**src/execPkg.sv**
```systemverilog
package execPkg;

    ////////////////////////////////////////////////////////////
    // Widths
    ////////////////////////////////////////////////////////////

    localparam int wordBits = 32;
    localparam int tagBits  = 6;
    localparam int sqnBits  = 7;

    ////////////////////////////////////////////////////////////
    // Latencies
    ////////////////////////////////////////////////////////////

    localparam int mulStages   = 2;                     // Partial-product stages
    localparam int mulSlice    = wordBits / mulStages;  // Bits of srcB per stage
    localparam int mulLatency  = mulStages + 3;         // Accept edge to outValid
    localparam int divSteps    = 32;                    // One quotient bit each
    localparam int divCntBits  = $clog2(divSteps);

    ////////////////////////////////////////////////////////////
    // Types
    ////////////////////////////////////////////////////////////

    // Top bit set means divider
    typedef enum logic [2:0] {
        MulMul   = 3'b000,
        MulMulh  = 3'b001,
        MulMulsu = 3'b010,
        MulMulu  = 3'b011,
        DivDiv   = 3'b100,
        DivDivu  = 3'b101,
        DivRem   = 3'b110,
        DivRemu  = 3'b111
    } OpCode;

    typedef logic [tagBits-1:0]  Tag;
    typedef logic [sqnBits-1:0]  SqN;
    typedef logic [wordBits-1:0] Word;

    // Item is younger than a taken branch
    function automatic logic isKilled(
        input logic taken,
        input SqN   itemSqN,
        input SqN   brSqN
    );
        SqN diff;
        diff = itemSqN - brSqN;  // Wraps, so age is the signed difference
        return taken && ($signed(diff) > 0);
    endfunction

endpackage
```
**src/mulDivUnit.sv**
```systemverilog
`timescale 1ns/1ps

module mulDivUnit import execPkg::*; (
    input  logic  clk,
    input  logic  rst,
    input  logic  en,
    input  logic  inValid,
    input  OpCode inOp,
    input  Word   srcA,
    input  Word   srcB,
    input  Tag    inTag,
    input  SqN    inSqN,
    input  logic  branchTaken,
    input  SqN    branchSqN,
    output logic  busy,
    output logic  outValid,
    output Tag    outTag,
    output SqN    outSqN,
    output Word   outResult
);

    // Issue bus shared by both datapaths
    logic  mulStart;
    logic  divStart;
    OpCode issueOp;
    Word   issueA;
    Word   issueB;
    Tag    issueTag;
    SqN    issueSqN;

    logic  mulValid;
    Tag    mulTag;
    SqN    mulSqN;
    Word   mulResult;

    logic  divValid;
    Tag    divTag;
    SqN    divSqN;
    Word   divResult;
    logic  divBusy;
    logic  divAck;

    execControl i_execControl (
        .clk, .rst, .en, .inValid, .inOp, .srcA, .srcB, .inTag, .inSqN,
        .branchTaken, .branchSqN,
        .mulValid, .mulTag, .mulSqN, .mulResult,
        .divValid, .divTag, .divSqN, .divResult, .divBusy,
        .busy, .mulStart, .divStart,
        .issueOp, .issueA, .issueB, .issueTag, .issueSqN,
        .divAck, .outValid, .outTag, .outSqN, .outResult
    );

    mulPipe i_mulPipe (
        .clk, .rst, .mulStart,
        .issueOp, .issueA, .issueB, .issueTag, .issueSqN,
        .branchTaken, .branchSqN,
        .mulValid, .mulTag, .mulSqN, .mulResult
    );

    divIter i_divIter (
        .clk, .rst, .divStart,
        .issueOp, .issueA, .issueB, .issueTag, .issueSqN,
        .divAck, .branchTaken, .branchSqN,
        .divBusy, .divValid, .divTag, .divSqN, .divResult
    );

endmodule

```
**src/execControl.sv**
```systemverilog
`timescale 1ns/1ps

module execControl import execPkg::*; (
    input  logic  clk,
    input  logic  rst,
    input  logic  en,
    input  logic  inValid,
    input  OpCode inOp,
    input  Word   srcA,
    input  Word   srcB,
    input  Tag    inTag,
    input  SqN    inSqN,
    input  logic  branchTaken,
    input  SqN    branchSqN,
    input  logic  mulValid,
    input  Tag    mulTag,
    input  SqN    mulSqN,
    input  Word   mulResult,
    input  logic  divValid,
    input  Tag    divTag,
    input  SqN    divSqN,
    input  Word   divResult,
    input  logic  divBusy,
    output logic  busy,
    output logic  mulStart,
    output logic  divStart,
    output OpCode issueOp,
    output Word   issueA,
    output Word   issueB,
    output Tag    issueTag,
    output SqN    issueSqN,
    output logic  divAck,
    output logic  outValid,
    output Tag    outTag,
    output SqN    outSqN,
    output Word   outResult
);

    logic isDiv;
    logic accept;

    ////////////////////////////////////////////////////////////
    // Issue
    ////////////////////////////////////////////////////////////

    assign isDiv  = inOp[2];
    assign accept = en && inValid
        && !isKilled(branchTaken, inSqN, branchSqN)
        && !(isDiv && divBusy);  // Divider holds one op
    assign busy   = divBusy;

    always_ff @(posedge clk) begin
        if (!rst) begin
            mulStart <= 1'b0;
            divStart <= 1'b0;
        end else begin
            mulStart <= accept && !isDiv;
            divStart <= accept && isDiv;
        end
    end

    always_ff @(posedge clk) begin
        if (accept) begin
            issueOp  <= inOp;
            issueA   <= srcA;
            issueB   <= srcB;
            issueTag <= inTag;
            issueSqN <= inSqN;
        end
    end

    ////////////////////////////////////////////////////////////
    // Writeback merge
    ////////////////////////////////////////////////////////////

    // Multiplier cannot stall, so divide waits for a free slot
    assign divAck = divValid && !mulValid;

    always_ff @(posedge clk) begin
        if (!rst) begin
            outValid <= 1'b0;
        end else begin
            outValid <= mulValid || divValid;
        end
    end

    always_ff @(posedge clk) begin
        if (mulValid) begin
            outTag    <= mulTag;
            outSqN    <= mulSqN;
            outResult <= mulResult;
        end else begin
            outTag    <= divTag;
            outSqN    <= divSqN;
            outResult <= divResult;
        end
    end

endmodule

```
**src/divIter.sv**
```systemverilog
`timescale 1ns/1ps

module divIter import execPkg::*; (
    input  logic  clk,
    input  logic  rst,
    input  logic  divStart,
    input  OpCode issueOp,
    input  Word   issueA,
    input  Word   issueB,
    input  Tag    issueTag,
    input  SqN    issueSqN,
    input  logic  divAck,
    input  logic  branchTaken,
    input  SqN    branchSqN,
    output logic  divBusy,
    output logic  divValid,
    output Tag    divTag,
    output SqN    divSqN,
    output Word   divResult
);

    typedef enum logic [1:0] {
        Idle,
        Run,
        Fix,
        Done
    } DivState;

    DivState               state;
    logic [divCntBits-1:0] stepCnt;
    Word                   remReg;
    Word                   quoReg;
    Word                   divisorReg;
    logic                  negQ;
    logic                  negR;
    logic                  wantRem;
    logic                  divZero;

    logic        isSigned;
    logic [32:0] shifted;
    logic [33:0] diff;

    assign isSigned = (issueOp == DivDiv) || (issueOp == DivRem);

    // Start counts as busy so a second divide is refused at once
    assign divBusy = divStart || (state != Idle);

    ////////////////////////////////////////////////////////////
    // Restoring step
    ////////////////////////////////////////////////////////////

    always_comb begin
        shifted = {remReg, quoReg[31]};
        diff    = {1'b0, shifted} - {2'b0, divisorReg};
    end

    always_ff @(posedge clk) begin
        if (!rst) begin
            state    <= Idle;
            divValid <= 1'b0;
        end else if (state != Idle && isKilled(branchTaken, divSqN, branchSqN)) begin
            state    <= Idle;  // Abandoned
            divValid <= 1'b0;
        end else begin
            case (state)
                Idle: if (divStart && !isKilled(branchTaken, issueSqN, branchSqN)) begin
                    state <= Run;
                end
                Run: if (stepCnt == divCntBits'(divSteps - 1)) begin
                    state <= Fix;
                end
                Fix: begin
                    state    <= Done;
                    divValid <= 1'b1;
                end
                Done: if (divAck) begin
                    state    <= Idle;
                    divValid <= 1'b0;
                end
                default: state <= Idle;
            endcase
        end
    end

    always_ff @(posedge clk) begin
        case (state)
            Idle: begin
                remReg     <= '0;
                quoReg     <= (isSigned && issueA[31]) ? -issueA : issueA;
                divisorReg <= (isSigned && issueB[31]) ? -issueB : issueB;
                negQ       <= isSigned && (issueA[31] ^ issueB[31]);
                negR       <= isSigned && issueA[31];  // Remainder follows dividend
                wantRem    <= issueOp[1];
                divZero    <= (issueB == '0);
                divTag     <= issueTag;
                divSqN     <= issueSqN;
                stepCnt    <= '0;
            end
            Run: begin
                stepCnt <= stepCnt + 1'b1;
                if (!diff[33]) begin
                    remReg <= diff[31:0];
                    quoReg <= {quoReg[30:0], 1'b1};
                end else begin
                    remReg <= shifted[31:0];
                    quoReg <= {quoReg[30:0], 1'b0};
                end
            end
            Fix: begin
                // -2^31 / -1 falls out as quotient 0x8000_0000, remainder 0
                if (wantRem) begin
                    divResult <= negR ? -remReg : remReg;
                end else if (divZero) begin
                    divResult <= '1;
                end else begin
                    divResult <= negQ ? -quoReg : quoReg;
                end
            end
            default: ;  // Result held until ack
        endcase
    end

endmodule

```
**src/mulPipe.sv**
```systemverilog
`timescale 1ns/1ps

module mulPipe import execPkg::*; (
    input  logic  clk,
    input  logic  rst,
    input  logic  mulStart,
    input  OpCode issueOp,
    input  Word   issueA,
    input  Word   issueB,
    input  Tag    issueTag,
    input  SqN    issueSqN,
    input  logic  branchTaken,
    input  SqN    branchSqN,
    output logic  mulValid,
    output Tag    mulTag,
    output SqN    mulSqN,
    output Word   mulResult
);

    // Pipeline registers, index 0 is the operand stage
    logic        plValid [mulStages:0];
    Word         plA     [mulStages-1:0];
    Word         plB     [mulStages-1:0];
    logic [63:0] plRes   [mulStages:1];
    logic        plInv   [mulStages:0];
    logic        plHigh  [mulStages:0];
    Tag          plTag   [mulStages:0];
    SqN          plSqN   [mulStages:0];

    logic negA;
    logic negB;

    ////////////////////////////////////////////////////////////
    // Operand conditioning
    ////////////////////////////////////////////////////////////

    always_comb begin
        negA = 1'b0;
        negB = 1'b0;
        case (issueOp)
            MulMulh: begin
                negA = issueA[31];
                negB = issueB[31];
            end
            MulMulsu: negA = issueA[31];  // Only srcA is signed
            default: ;
        endcase
    end

    always_ff @(posedge clk) begin
        if (!rst) begin
            plValid[0] <= 1'b0;
        end else begin
            plValid[0] <= mulStart && !isKilled(branchTaken, issueSqN, branchSqN);
        end
    end

    always_ff @(posedge clk) begin
        plA[0]    <= negA ? -issueA : issueA;
        plB[0]    <= negB ? -issueB : issueB;
        plInv[0]  <= negA ^ negB;
        plHigh[0] <= (issueOp != MulMul);
        plTag[0]  <= issueTag;
        plSqN[0]  <= issueSqN;
    end

    ////////////////////////////////////////////////////////////
    // Partial-product stages
    ////////////////////////////////////////////////////////////

    for (genvar s = 0; s < mulStages; s++) begin : gStage
        logic [63:0] part;  // Slice product shifted into place

        assign part = (64'(plA[s]) * 64'(plB[s][mulSlice*s +: mulSlice])) << (mulSlice*s);

        always_ff @(posedge clk) begin
            if (!rst) begin
                plValid[s+1] <= 1'b0;
            end else begin
                plValid[s+1] <= plValid[s] && !isKilled(branchTaken, plSqN[s], branchSqN);
            end
        end

        always_ff @(posedge clk) begin
            plInv[s+1]  <= plInv[s];
            plHigh[s+1] <= plHigh[s];
            plTag[s+1]  <= plTag[s];
            plSqN[s+1]  <= plSqN[s];
        end

        if (s == 0) begin : gFirst
            always_ff @(posedge clk) begin
                plRes[s+1] <= part;
            end
        end else begin : gAcc
            always_ff @(posedge clk) begin
                plRes[s+1] <= plRes[s] + part;
            end
        end

        if (s < mulStages - 1) begin : gPass
            always_ff @(posedge clk) begin
                plA[s+1] <= plA[s];
                plB[s+1] <= plB[s];
            end
        end
    end

    ////////////////////////////////////////////////////////////
    // Result select
    ////////////////////////////////////////////////////////////

    always_ff @(posedge clk) begin
        if (!rst) begin
            mulValid <= 1'b0;
        end else begin
            mulValid <= plValid[mulStages]
                && !isKilled(branchTaken, plSqN[mulStages], branchSqN);
        end
    end

    always_ff @(posedge clk) begin
        mulTag <= plTag[mulStages];
        mulSqN <= plSqN[mulStages];
        if (!plHigh[mulStages]) begin
            mulResult <= plRes[mulStages][31:0];  // Same for signed and unsigned
        end else if (plInv[mulStages]) begin
            // High word of the negated 64-bit product
            mulResult <= ~plRes[mulStages][63:32]
                + Word'(plRes[mulStages][31:0] == '0);
        end else begin
            mulResult <= plRes[mulStages][63:32];
        end
    end

endmodule

```
**config.mk**
```make
export PLATFORM = sky130hd
export DESIGN_NAME = mulDivUnit
export DESIGN_NICKNAME = d
export VERILOG_FILES = /design/src/execPkg.sv /design/src/mulDivUnit.sv /design/src/execControl.sv /design/src/divIter.sv /design/src/mulPipe.sv
export SDC_FILE = /design/constraint.sdc
export NUM_CORES = 2
export LEC_CHECK = 0
export CELL_PAD_IN_SITES_DETAIL_PLACEMENT = 1
export CELL_PAD_IN_SITES_GLOBAL_PLACEMENT = 1
export CORE_ASPECT_RATIO = 1.5
export CORE_UTILIZATION = 35
export DETAILED_ROUTE_END_ITERATION = 12
export DONT_BUFFER_PORTS = 1
export MAX_ROUTING_LAYER = met4
export PLACE_DENSITY = 0.6
export REMOVE_ABC_BUFFERS = 1
export SLEW_MARGIN = 20
export SYNTH_ARGS = -nofsm -noshare
export SYNTH_HDL_FRONTEND = slang
export SYNTH_SLANG_ARGS = --single-unit
```
**constraint.sdc**
```tcl
create_clock -name clk -period 24.3 [get_ports clk]
set_input_delay 1.215 -clock clk [delete_from_list [all_inputs] [get_ports clk]]
set_output_delay 1.215 -clock clk [all_outputs]
set_load 0.03 [all_outputs]
```
==> qor.log <==
INFO  worst_hold_path min_path_type=flip-flop to flip-flop
INFO  finish         final_cells=8068
INFO  clocking       numClockSinks=599
INFO  worst_setup_path r2r_slack=15.49ns
INFO  clocking       cts_made_buffers=66
INFO  floorplan      chipHeight=498µm
INFO  clocking       register_clock_pin_slew_on_the_reported_worst_setup_and_hold_paths=0.06ns
INFO  yosys          main_combinational_cell_family_by_area_after_synthesis=adder cells
INFO  clocking       cts_resized=0
INFO  floorplan      coreArea=163000µm²
INFO  clocking       max-clock-path-buffers=3
INFO  worst_hold_path hold_path_startpoint=i_mulPipe.plB[0][29]
INFO  worst_setup_path timing.critical_path.fanout_max=16
INFO  finish         final_nets=7198
INFO  worst_setup_path library_cell_appearing_most_often_on_the_critical_path=sky130_fd_sc_hd__fa_1
INFO  timing         grt_setup_unrepaired=false
INFO  floorplan      chipWidth=333µm
INFO  route          drt_iter0_drc=1867
INFO  timing         hold_violations=0
INFO  route          route.vias.total=41300
INFO  worst_setup_path cp_data_arrival_time=9.39ns
INFO  worst_setup_path reg2reg_from=i_mulPipe.plA[0][35]
INFO  run            maxCapViolations=0
INFO  yosys          ys_seq_elements=599
INFO  placement      place.gp.congestion=0.917
INFO  timing         layout_worst_path_cycle_share=36.3%
INFO  route          remaining_drc_errors=0
INFO  timing         period_needed=8.81ns
INFO  route          viasPerCell=5.12
INFO  yosys          mean_post_synth_cell_area=9.58µm²
INFO  route          wl_per_cell=22.5µm
INFO  placement      numPlacedInstances=7944
INFO  finish         mostFrequentLayoutCells=sky130_fd_sc_hd__inv_1, sky130_fd_sc_hd__nand2_1, sky130_fd_sc_hd__fa_1
INFO  yosys          post_synthesis_cell_area=57500µm²
INFO  route          detail_route_antenna_nets=0
INFO  worst_hold_path worstHoldEndpoint=i_mulPipe.plB[0][61]
INFO  global_routing grt_antenna_before_repair=10
INFO  timing         finalClockSkew=0.0335ns
INFO  floorplan      die_area=166000µm²
INFO  yosys          synth.area.mux_share=1.45%
INFO  clocking       clk-insertion-delay-late=0.66ns
INFO  global_routing pin_count_of_the_biggest_net_entering_global_routing=70
INFO  worst_setup_path regToRegEndpoint=i_mulPipe.plRes[2][62]
INFO  finish         layout-area-overhead-vs-synth=7.99%
INFO  placement      dpl.hpwl=143000µm
INFO  finish         final.fill_count=18500
INFO  floorplan      start_util=35.4%
INFO  timing         setup_ws=15.49ns
INFO  clocking       tritoncts=yes
INFO  worst_hold_path hold-path-cell-count=0
INFO  yosys          netlist_instances=6001
INFO  placement      dpl_worst_slack=15.52ns
INFO  clocking       post_cts.repair.setup_buffers=0
INFO  yosys          synth_edf_count=230
INFO  worst_setup_path critPathCaptureType=flip-flop
INFO  worst_setup_path worst_r2r_path_depth=32
INFO  route          finalWirelength=181000µm
INFO  yosys          synth-compound-area-share=7.81%
INFO  worst_setup_path worst_path_slowest_cell=sky130_fd_sc_hd__dfxtp_1
INFO  yosys          number_of_synthesis_warnings=0
INFO  global_routing number_of_global_route_vias_before_repair=46700
INFO  finish         final_common_cell=sky130_fd_sc_hd__inv_1
INFO  worst_setup_path cp.required=24.88ns
INFO  worst_setup_path timing.critical_path.from_type=flip-flop
INFO  clocking       post_cts_hold_buffer_count=0
INFO  timing         max_clock_freq=0.114GHz
INFO  run_status     run_status=complete, no violations
INFO  yosys          synth_top_area_share=29.4%
INFO  timing         slew-limit-headroom=24.2%
INFO  yosys          netlist-cell-type-count=95
INFO  timing         tightest_slew=1.14ns
INFO  global_routing grt_first_pass_wirelength=281000µm
INFO  yosys          ys_dominant_reg_cell=sky130_fd_sc_hd__dfxtp_1
INFO  finish         drive_gt1_share=4.90%
INFO  clocking       cts.root.buffer_cell=sky130_fd_sc_hd__clkbuf_16
INFO  yosys          yosys-top-cells-area=sky130_fd_sc_hd__fa_1, sky130_fd_sc_hd__dfxtp_1, sky130_fd_sc_hd__edfxtp_1
INFO  timing         final_max_slew_viol_count=0
INFO  worst_setup_path critical_path_class=flip-flop to flip-flop
INFO  yosys          synth_simple_gate_area_share=14.9%
INFO  yosys          yosysTopAreaCell=sky130_fd_sc_hd__fa_1
INFO  yosys          async_flop_share=0%
INFO  route          drt_pass1_iterations=6
INFO  placement      dpl_cell_area=59900µm²
INFO  global_routing grt.overflow.total=0
INFO  yosys          yosys.area_share.xor_xnor=6.00%
INFO  yosys          synth_fa_ha_area_share=37.1%
INFO  placement      io_buffer_count=0
INFO  global_routing globalRouteTotalUtil=22.9%
INFO  yosys          synth.yosys.seq_area_share=24.9%
INFO  floorplan      row_count=181
INFO  timing         total_negative_setup_slacks=0ns
INFO  worst_setup_path cp_max_stage_delay=0.94ns
INFO  clocking       htreeDepth=3
INFO  floorplan      top_level_ports=139
INFO  finish         post-route-cell-area=62100µm²
INFO  timing         final-setup-viol-count=0
[cell usage after synthesis, drive strengths merged, types with 29 or more instances]
cell type	instances
a21o	83
a21oi	200
a22oi	34
and2	317
clkbuf	228
dfxtp	369
edfxtp	230
fa	844
ha	354
inv	961
mux2	44
mux2i	34
nand2	931
nand2b	51
nand3	44
nor2	232
nor2b	30
nor3	67
o21ai	174
o31ai	34
or4	29
xnor2	169
xor2	222
[kinds of logic after synthesis]
logic type,count (synthesis)
flops,599
simple gates,1829
fa+ha+maj,1198
buf+inv,1208
mux,78
compound gates,697
xor+xnor,392
[worst max path at each step]
stage,startpoint,to,slack (ns),cells past startpoint
4_1_cts,i_mulPipe.plA[0][34],i_mulPipe.plRes[2][58],15.47,32
6_report,i_mulPipe.plA[0][35],i_mulPipe.plRes[2][62],15.49,32
3_5_place_dp,i_mulPipe.plA[0][34],i_mulPipe.plRes[2][62],15.52,33
5_1_grt,i_mulPipe.plA[0][42],i_mulPipe.plRes[2][58],14.96,26
3_3_place_gp,i_mulPipe.plA[0][34],i_mulPipe.plRes[2][58],15.64,32
2_1_floorplan,i_mulPipe.plB[0][49],i_mulPipe.plRes[2][60],16.44,29
[state kept, by name, summed over array words and instances, names as in the netlist, 5 cells and up]
signal	cells
i_mulPipe.mulTag	6
i_execControl.outResult	32
i_divIter.divSqN	7
i_mulPipe.plTag	18
i_mulPipe.plA	64
i_divIter.stepCnt	5
i_mulPipe.mulResult	32
i_divIter.divTag	6
i_mulPipe.plSqN	21
i_mulPipe.plRes	112
i_mulPipe.plB	48
i_divIter.divResult	32
i_execControl.issueTag	6
i_divIter.quoReg	32
i_divIter.remReg	32
i_mulPipe.mulSqN	7
i_divIter.divisorReg	32
i_execControl.issueA	32
i_execControl.issueSqN	7
i_execControl.outSqN	7
i_execControl.outTag	6
i_execControl.issueB	32
[area by class of cell]
class	instances	area [µm²]	share of cell area, %
Inverter	963	3610	5.82
Timing Repair Buffer	84	631	1.02
Tap cell	2104	2630	4.24
Antenna cell	2	5.00	0.00806
Clock buffer	76	1800	2.89
Clock inverter	46	420	0.677
Multi-Input combinational cell	4194	38700	62.3
Sequential cell	599	14300	23.0
[layer usage]
metal	part of all wire [%]	track usage, %
met1	40	25.7
met2	54	42.3
met3	2.7	1.86
met4	3.9	8.27
met5	0	-
[critical path: cells and delay by family, from the launching register on]
| kind | cells | cell delay (ns) |
|---|---|---|
| AND/OR/NAND/NOR | 8 | 2.00 |
| XOR/XNOR | 2 | 0.31 |
| adder cells (fa/ha/maj) | 8 | 3.28 |
| AO/OA/AOI/OAI | 11 | 1.92 |
| buffers and inverters | 3 | 0.26 |
| flip-flops | 1 | 0.94 |
[through the flow]
step                util (%)  hold slack (ns)
global placement        36.8            0.310
CTS                     38.2            0.320
finish                  38.2            0.318
detailed placement      36.8            0.313
floorplan                  -            0.310
global route            38.2            0.329
Power is not shown: default switching activity piles up to over one toggle a cycle in this logic, so the estimate is an artifact.
